## src/source/lcd_pkg.sv

```systemverilog
package lcd_pkg;

	typedef struct packed {
		logic       dc;   // 0 command, 1 data
		logic [7:0] data;
	} lcd_byte_t;

	// start stays high while bytes are pending
	typedef struct packed {
		logic      start;
		lcd_byte_t data_byte;
	} lcd_link_t;

	localparam int LCD_COLS  = 84;
	localparam int LCD_BANKS = 6; // 8 rows per bank

	localparam int LCD_CLEAR_BYTES = LCD_COLS * LCD_BANKS;
	localparam int LCD_CNT_W       = $clog2(LCD_CLEAR_BYTES);

	localparam logic [7:0] CMD_SET_X_BASE = 8'h80; // or'd with column
	localparam logic [7:0] CMD_SET_Y_BASE = 8'h40; // or'd with bank

	localparam int LCD_SETUP_N = 4;

	// extended set, contrast, basic set, normal display
	localparam logic [0:LCD_SETUP_N-1][7:0] LCD_SETUP_CMDS = {
		8'h21,
		8'h90,
		8'h20,
		8'h0C
	};

	typedef enum logic [1:0] {
		LINK_SETUP,
		LINK_CLEAR,
		LINK_RUN
	} link_state_e;

endpackage

```

## src/source/scene_pkg.sv

```systemverilog
package scene_pkg;

	typedef enum logic [1:0] {
		SPR_HEART,
		SPR_SMILE,
		SPR_BONE
	} sprite_e;

	typedef struct packed {
		sprite_e    kind;
		logic       lit;  // blank slots draw zero columns
		logic [6:0] x;
		logic [2:0] bank;
	} draw_req_t;

	localparam int SLOTS_PER_ROW = 3;
	localparam int SLOT_PITCH    = 12;

	localparam int HEART_X0 = 2;
	localparam int SMILE_X0 = 50;
	localparam int BONE_X0  = 48;

	localparam int HEART_BANK = 1;
	localparam int SMILE_BANK = 1;
	localparam int BONE_BANK  = 4;

	localparam int HEART_W = 8;
	localparam int SMILE_W = 8;
	localparam int BONE_W  = 11;

	localparam int MAX_SPRITE_W = 11;
	localparam int COL_W        = $clog2(MAX_SPRITE_W + 1);

	function automatic logic [COL_W-1:0] sprite_width(input sprite_e kind);
		case (kind)
			SPR_HEART: return COL_W'(HEART_W);
			SPR_SMILE: return COL_W'(SMILE_W);
			default:   return COL_W'(BONE_W);
		endcase
	endfunction

	function automatic logic [6:0] sprite_x0(input sprite_e kind);
		case (kind)
			SPR_HEART: return 7'(HEART_X0);
			SPR_SMILE: return 7'(SMILE_X0);
			default:   return 7'(BONE_X0);
		endcase
	endfunction

	function automatic logic [2:0] sprite_bank(input sprite_e kind);
		case (kind)
			SPR_HEART: return 3'(HEART_BANK);
			SPR_SMILE: return 3'(SMILE_BANK);
			default:   return 3'(BONE_BANK);
		endcase
	endfunction

endpackage

```

## src/source/sprite_rom.sv

```systemverilog
`timescale 1ns/10ps

module sprite_rom (
	input  scene_pkg::sprite_e          kind,
	input  logic [scene_pkg::COL_W-1:0] col,
	output logic [7:0]                  data
);
	import scene_pkg::*;

	// one byte per column, lsb is the top row of the bank
	always_comb begin
		case (kind)
			SPR_HEART: begin
				case (col)
					4'd0:    data = 8'h1E;
					4'd1:    data = 8'h3B;
					4'd2:    data = 8'h77;
					4'd3:    data = 8'hFE;
					4'd4:    data = 8'hFE;
					4'd5:    data = 8'h7F;
					4'd6:    data = 8'h3F;
					4'd7:    data = 8'h1E;
					default: data = 8'h00;
				endcase
			end
			SPR_SMILE: begin
				case (col)
					4'd0:    data = 8'h3C;
					4'd1:    data = 8'h42;
					4'd2:    data = 8'h95; // eyes
					4'd3:    data = 8'hA1;
					4'd4:    data = 8'hA1;
					4'd5:    data = 8'h95;
					4'd6:    data = 8'h42;
					4'd7:    data = 8'h3C;
					default: data = 8'h00;
				endcase
			end
			SPR_BONE: begin
				case (col)
					4'd0:    data = 8'h7C;
					4'd1:    data = 8'h92;
					4'd2:    data = 8'h82;
					4'd3:    data = 8'h6C;
					4'd4:    data = 8'h28; // shaft
					4'd5:    data = 8'h28;
					4'd6:    data = 8'h28;
					4'd7:    data = 8'h6C;
					4'd8:    data = 8'h82;
					4'd9:    data = 8'h92;
					4'd10:   data = 8'h7C;
					default: data = 8'h00;
				endcase
			end
			default: data = 8'h00;
		endcase
	end

endmodule

```

## src/source/sprite_drawer.sv

```systemverilog
`timescale 1ns/10ps

module sprite_drawer (
	input  logic                        clock,
	input  logic                        rst,
	input  scene_pkg::draw_req_t        draw_req,
	input  logic                        draw_go,
	output scene_pkg::sprite_e          rom_kind,
	output logic [scene_pkg::COL_W-1:0] rom_col,
	input  logic [7:0]                  rom_data,
	input  logic                        avail,
	output lcd_pkg::lcd_link_t          link,
	output logic                        draw_done
);
	import lcd_pkg::*;
	import scene_pkg::*;

	typedef enum logic [1:0] {
		PH_IDLE,
		PH_X,
		PH_Y,
		PH_COL
	} phase_e;

	phase_e           phase;
	draw_req_t        req_q;
	logic [COL_W-1:0] col;
	logic [COL_W-1:0] width;
	logic             accept;
	logic             last_col;

	assign width    = sprite_width(req_q.kind);
	assign accept   = link.start && avail;
	assign last_col = (col == width - 1'b1);
	assign rom_kind = req_q.kind;
	assign rom_col  = col;

	always_ff @(posedge clock) begin
		if (rst) begin
			phase     <= PH_IDLE;
			draw_done <= 1'b0;
		end else begin
			draw_done <= 1'b0;
			case (phase)
				PH_IDLE: if (draw_go) phase <= PH_X;
				PH_X:    if (accept) phase <= PH_Y;
				PH_Y:    if (accept) phase <= PH_COL;
				PH_COL: begin
					if (accept && last_col) begin
						phase     <= PH_IDLE; // start drops with done
						draw_done <= 1'b1;
					end
				end
				default: phase <= PH_IDLE;
			endcase
		end
	end

	always_ff @(posedge clock) begin
		if (phase == PH_IDLE && draw_go) begin
			req_q <= draw_req;
		end
		if (phase == PH_Y) begin
			col <= '0;
		end else if (phase == PH_COL && accept) begin
			col <= col + 1'b1;
		end
	end

	always_comb begin
		link.start        = (phase != PH_IDLE);
		link.data_byte.dc = (phase == PH_COL);
		case (phase)
			PH_X:    link.data_byte.data = CMD_SET_X_BASE | {1'b0, req_q.x};
			PH_Y:    link.data_byte.data = CMD_SET_Y_BASE | {5'b0, req_q.bank};
			PH_COL:  link.data_byte.data = req_q.lit ? rom_data : 8'h00;
			default: link.data_byte.data = 8'h00;
		endcase
	end

	// stepping past the width would spill into the next slot
	assert property (@(posedge clock) disable iff (rst)
		(phase == PH_COL) |-> (col < width));

endmodule

```

## src/source/scene_sequencer.sv

```systemverilog
`timescale 1ns/10ps

module scene_sequencer (
	input  logic                 clock,
	input  logic                 rst,
	input  logic                 scene_enable,
	input  logic [1:0]           health,
	input  logic                 blink,
	input  logic                 draw_done,
	output scene_pkg::draw_req_t draw_req,
	output logic                 draw_go
);
	import scene_pkg::*;

	typedef enum logic [1:0] {
		SQ_IDLE,
		SQ_ISSUE,
		SQ_WAIT
	} seq_state_e;

	seq_state_e state;
	sprite_e    row;
	logic [1:0] slot;
	logic [1:0] health_q;
	logic       blink_q;
	logic       last_slot;
	logic       frame_start;

	assign last_slot = (slot == 2'(SLOTS_PER_ROW - 1));
	assign draw_go   = (state == SQ_ISSUE);

	// next request is heart slot 0
	assign frame_start = (state == SQ_IDLE && scene_enable) ||
		(state == SQ_WAIT && draw_done && last_slot && row == SPR_BONE);

	assign draw_req.kind = row;
	assign draw_req.lit  = (slot < health_q) && blink_q;
	assign draw_req.x    = sprite_x0(row) + 7'(slot * SLOT_PITCH);
	assign draw_req.bank = sprite_bank(row);

	always_ff @(posedge clock) begin
		if (rst) begin
			state <= SQ_IDLE;
			row   <= SPR_HEART;
			slot  <= '0;
		end else begin
			case (state)
				SQ_IDLE:  if (scene_enable) state <= SQ_ISSUE;
				SQ_ISSUE: state <= SQ_WAIT;
				SQ_WAIT: begin
					if (draw_done) begin
						state <= SQ_ISSUE;
						if (last_slot) begin
							slot <= '0;
							case (row)
								SPR_HEART: row <= SPR_SMILE;
								SPR_SMILE: row <= SPR_BONE;
								default:   row <= SPR_HEART;
							endcase
						end else begin
							slot <= slot + 1'b1;
						end
					end
				end
				default: state <= SQ_IDLE;
			endcase
		end
	end

	// held for the whole frame
	always_ff @(posedge clock) begin
		if (frame_start) begin
			health_q <= health;
			blink_q  <= blink;
		end
	end

	// drawer needs at least X, Y and one column before done
	assert property (@(posedge clock) disable iff (rst)
		draw_go |=> !draw_done);

endmodule

```

## src/source/lcd_link_ctrl.sv

```systemverilog
`timescale 1ns/10ps

module lcd_link_ctrl (
	input  logic               clock,
	input  logic               rst,
	input  logic               avail,
	input  lcd_pkg::lcd_link_t scene_link,
	output logic               scene_avail,
	output logic               scene_enable,
	output lcd_pkg::lcd_link_t link
);
	import lcd_pkg::*;

	link_state_e          state;
	logic [LCD_CNT_W-1:0] cnt;
	logic                 link_on; // low through reset
	logic                 accept;

	assign scene_enable = (state == LINK_RUN);
	assign scene_avail  = scene_enable && avail;
	assign accept       = link_on && avail;

	always_ff @(posedge clock) begin
		if (rst) begin
			state   <= LINK_SETUP;
			cnt     <= '0;
			link_on <= 1'b0;
		end else begin
			link_on <= 1'b1;
			case (state)
				LINK_SETUP: begin
					if (accept) begin
						if (cnt == LCD_CNT_W'(LCD_SETUP_N - 1)) begin
							state <= LINK_CLEAR;
							cnt   <= '0;
						end else begin
							cnt <= cnt + 1'b1;
						end
					end
				end
				LINK_CLEAR: begin
					if (accept) begin
						if (cnt == LCD_CNT_W'(LCD_CLEAR_BYTES - 1)) begin
							state <= LINK_RUN; // scene owns the link from here
							cnt   <= '0;
						end else begin
							cnt <= cnt + 1'b1;
						end
					end
				end
				default: ;
			endcase
		end
	end

	always_comb begin
		case (state)
			LINK_SETUP: begin
				link.start     = link_on;
				link.data_byte = '{dc: 1'b0, data: LCD_SETUP_CMDS[cnt[1:0]]};
			end
			LINK_CLEAR: begin
				link.start     = link_on;
				link.data_byte = '{dc: 1'b1, data: 8'h00};
			end
			default: link = scene_link;
		endcase
	end

	// holds for setup, clear and the drawer behind the mux
	assert property (@(posedge clock) disable iff (rst)
		(link.start && !avail) |=> $stable(link.data_byte));

endmodule

```

## src/source/lcd_frame_top.sv

```systemverilog
`timescale 1ns/10ps

module lcd_frame_top (
	input  logic               clock,
	input  logic               rst,
	input  logic [1:0]         health,
	input  logic               blink,
	input  logic               avail,
	output lcd_pkg::lcd_link_t link
);
	import lcd_pkg::*;
	import scene_pkg::*;

	lcd_link_t        scene_link;
	logic             scene_avail;
	logic             scene_enable;
	draw_req_t        draw_req;
	logic             draw_go;
	logic             draw_done;
	sprite_e          rom_kind;
	logic [COL_W-1:0] rom_col;
	logic [7:0]       rom_data;

	lcd_link_ctrl u_link_ctrl (
		.clock        (clock),
		.rst          (rst),
		.avail        (avail),
		.scene_link   (scene_link),
		.scene_avail  (scene_avail),
		.scene_enable (scene_enable),
		.link         (link)
	);

	scene_sequencer u_sequencer (
		.clock        (clock),
		.rst          (rst),
		.scene_enable (scene_enable),
		.health       (health),
		.blink        (blink),
		.draw_done    (draw_done),
		.draw_req     (draw_req),
		.draw_go      (draw_go)
	);

	sprite_drawer u_drawer (
		.clock     (clock),
		.rst       (rst),
		.draw_req  (draw_req),
		.draw_go   (draw_go),
		.rom_kind  (rom_kind),
		.rom_col   (rom_col),
		.rom_data  (rom_data),
		.avail     (scene_avail),
		.link      (scene_link),
		.draw_done (draw_done)
	);

	sprite_rom u_rom (
		.kind (rom_kind),
		.col  (rom_col),
		.data (rom_data)
	);

endmodule

```

## config.mk

```make
export PLATFORM = sky130hd
export DESIGN_NAME = lcd_frame_top
export DESIGN_NICKNAME = d
export VERILOG_FILES = /design/src/source/lcd_pkg.sv /design/src/source/scene_pkg.sv /design/src/source/sprite_rom.sv /design/src/source/sprite_drawer.sv /design/src/source/scene_sequencer.sv /design/src/source/lcd_link_ctrl.sv /design/src/source/lcd_frame_top.sv
export SDC_FILE = /design/constraint.sdc
export NUM_CORES = 1
export LEC_CHECK = 0
export ABC_AREA = 1
export ABC_CLOCK_PERIOD_IN_PS = 2400
export BUFFER_PORTS_ARGS = -buffer_cell sky130_fd_sc_hd__clkbuf_2
export CAP_MARGIN = 10
export CORE_MARGIN = 5
export CORE_UTILIZATION = 55
export DETAILED_ROUTE_END_ITERATION = 10
export PLACE_DENSITY = 0.87
export SYNTH_ARGS = -nofsm -noshare
export SYNTH_HDL_FRONTEND = slang
export SYNTH_SLANG_ARGS = --single-unit
```

## constraint.sdc

```tcl
create_clock -name clock -period 2.4 [get_ports clock]
set_input_delay 0.72 -clock clock [delete_from_list [all_inputs] [get_ports clock]]
set_output_delay 0.72 -clock clock [all_outputs]
set_load 0.005 [all_outputs]
```

==> run metrics <==
Post-Syn Instances roughly 370; number of global-route vias before repair 2,284; Power Density 528.7 nW/um^2; Clock Path Buffers 2; Place WS -9.285 ps; failing checks setup timing; WP data required around 1700 ps; first-pass GRT wire length ~10000 microns; Switching Share 0.2812; CTS buffer count 5; RR Startpoint u_drawer.phase[0]$_SDFFE_PP0P_; Setup Skew around 14 ps; placed cell area roughly 3000 sq um; DPL Wire Length 4635 microns; clk slew on worst S/H paths about 90 ps; area leader, netlist dfxtp_1; Core Area 5010 sq um; P_int roughly 1200 uW; CTS sink count 52; syn avg cell area 7.620 sq um; WL/cell about 14 microns; DRT Pass-1 Iters 5; Final TNS setup -143.0 ps; hold_sp u_sequencer.row[1]$_SDFFE_PP0P_; Post-synth EDFFs 13; DRC errors left 0; # Max-Cap Violations 0; Min-Delay Path Class reg -> reg; most frequent cells in the layout nand2_1, inv_1, nor2_1; Synth Cell Area approximately 2800 sq um; crit path max fanout 6; #FFs+latches synth between 50 and 60; largest net degree at the start of global routing 17; nets between 400 and 500; Synth top area share 0.2799; die area ~6600 sq um; Logic pwr share 0.148; io pins 16; n_diodes 0; clock group share of total power 0.296; gr ovfl total 0; synth warn 0; final setup margin -43.07 ps; Worst setup EP type output port; final hold violations 0; register area share after synthesis 0.4199; fin. max-slew vios 0; dpl cells approximately 450; Synth cell types 34; Design Power approximately 1700 uW; Achievable Freq roughly 410 MHz; net switching power 470.2 uW; Via Count 2,524; P_leak between 0.001 and 0.0015 uW; Die W between 80 and 90 microns; GRT Util Overall 0.1985; Clk Tree Root Cell clkbuf_8; Initial Util 0.5567; Rows 26; maximum vdd ir drop approximately 240 uV; Skew-Pair Late Insertion Delay ~310 ps; CP Launch Point u_drawer.rom_kind[1]$_DFFE_PP_; number of antenna violations at the first check in global routing 0; register share of total power 0.555; minimum clock period 2443 ps; H-tree depth 2; Slew HR 0.6884; status finished with violations; most common cell after layout, fill and taps aside nand2_1; Worst Path Arrival between 1500 and 2000 ps; CTS tree built; initial DRC count 280; Placer Congestion slightly below 0.9; Final ANT Viol Nets 0; Async S/R FF share, synth 0; WL final approximately 6300 microns; setup violators final 6; design area about 3200 sq um; CP Class reg -> out; Syn Nets between 300 and 400; Final Non-Filler Cells 466; final worst-path cycle share 1.018; vias per cell ~5.4; area grow syn2layout 13.41%; RSZ-0062 raised after global routing yes; main flop type after synthesis dfxtp_1; Worst setup SP type register; Worst Tran Pin Value approximately 460 ps; leading cell types by total area after synthesis dfxtp_1, nand2_1, edfxtp_1, ha_1, inv_1; layout cells sized above 1 0.1591; hold buffer count at CTS 0; I/O Buffers 15; die height a little over 80 microns
## final timing paths
path	to	slack [ps]	cells after the start
worst max-delay path	link[5]	-40	10
worst min-delay path	u_drawer.req_q[2]$_DFFE_PP_	500	0
worst max register to register	register	140	12
worst min register to register	u_drawer.req_q[2]$_DFFE_PP_	500	0
## power by group through the flow
stage	clock network, uW	logic (uW)	registers (uW)
floorplan	0	169	941
global placement	0	219	944
detailed placement	0	229	945
CTS	496	232	927
global route	538	270	932
finish	495	248	929
## cell families after synthesis
family | share of synthesized area
AO/OA/AOI/OAI | 0.06685
XOR/XNOR | 0.01526
adder cells (fa/ha/maj) | 0.1149
buffers and inverters | 0.07178
flip-flops | 0.4199
AND/OR/NAND/NOR | 0.3113
## per-layer routing
| metal | routed length, microns | track usage | share of wire |
|---|---|---|---|
| met1 | 2817 | 0.2521 | 0.45 |
| met2 | 2915 | 0.3218 | 0.46 |
| met3 | 388 | 0.04767 | 0.061 |
| met4 | 204 | 0.08446 | 0.032 |
| met5 | 0 | 0 | 0 |
## metrics by stage
| step | hold slack [ps] | utilization |
|---|---|---|
| finish | 504.0 | 0.6314 |
| global route | 521.5 | 0.6314 |
| CTS | 501.6 | 0.6161 |
| detailed placement | 471.6 | 0.5942 |
| global placement | 474.6 | 0.5942 |
| floorplan | 451.2 | - |
## timing repair
item                                   4_1_cts  5_1_grt
buffers inserted                             1        4
endpoints found under the hold margin        0        0
setup endpoints to repair                    7        9
resized for setup                            8       16
pin swaps                                    0       12
## final cells by class
cell class / count / area (sq um)
inverters: 46 / 175.2
flip-flops and latches: 52 / 1176
clock inverters: 3 / 17.52
multi-input cells: 263 / 1465
clock buffers: 5 / 68.82
fillers: 421 / 1847
repair buffers: 27 / 172.7
well taps: 70 / 87.58
## synthesized netlist by cell type (2+ instances only)
library cell  instances
clkbuf_1              3
nand2_1             109
inv_2                 2
o21ai_0               9
nand2_2               4
nor3_1                5
dfxtp_1              39
xor2_1                3
inv_1                43
ha_1                 24
nand3_1              26
nand4_1               5
o21ai_1               2
a21oi_1              17
or2_2                 2
nand3b_1              4
nor2_1               40
edfxtp_1             13
## worst max-delay path, stage by stage (launching register included)
cell,delay (ps)
edfxtp_1,490
nor2_2,200
nand2_2,120
inv_4,100
nand2_1,80
nand3_1,80
nand2_1,70
nand2_2,70
nand2_1,50
nand2_1,60
clkbuf_2,100
Power figures use the tool's default switching activity.
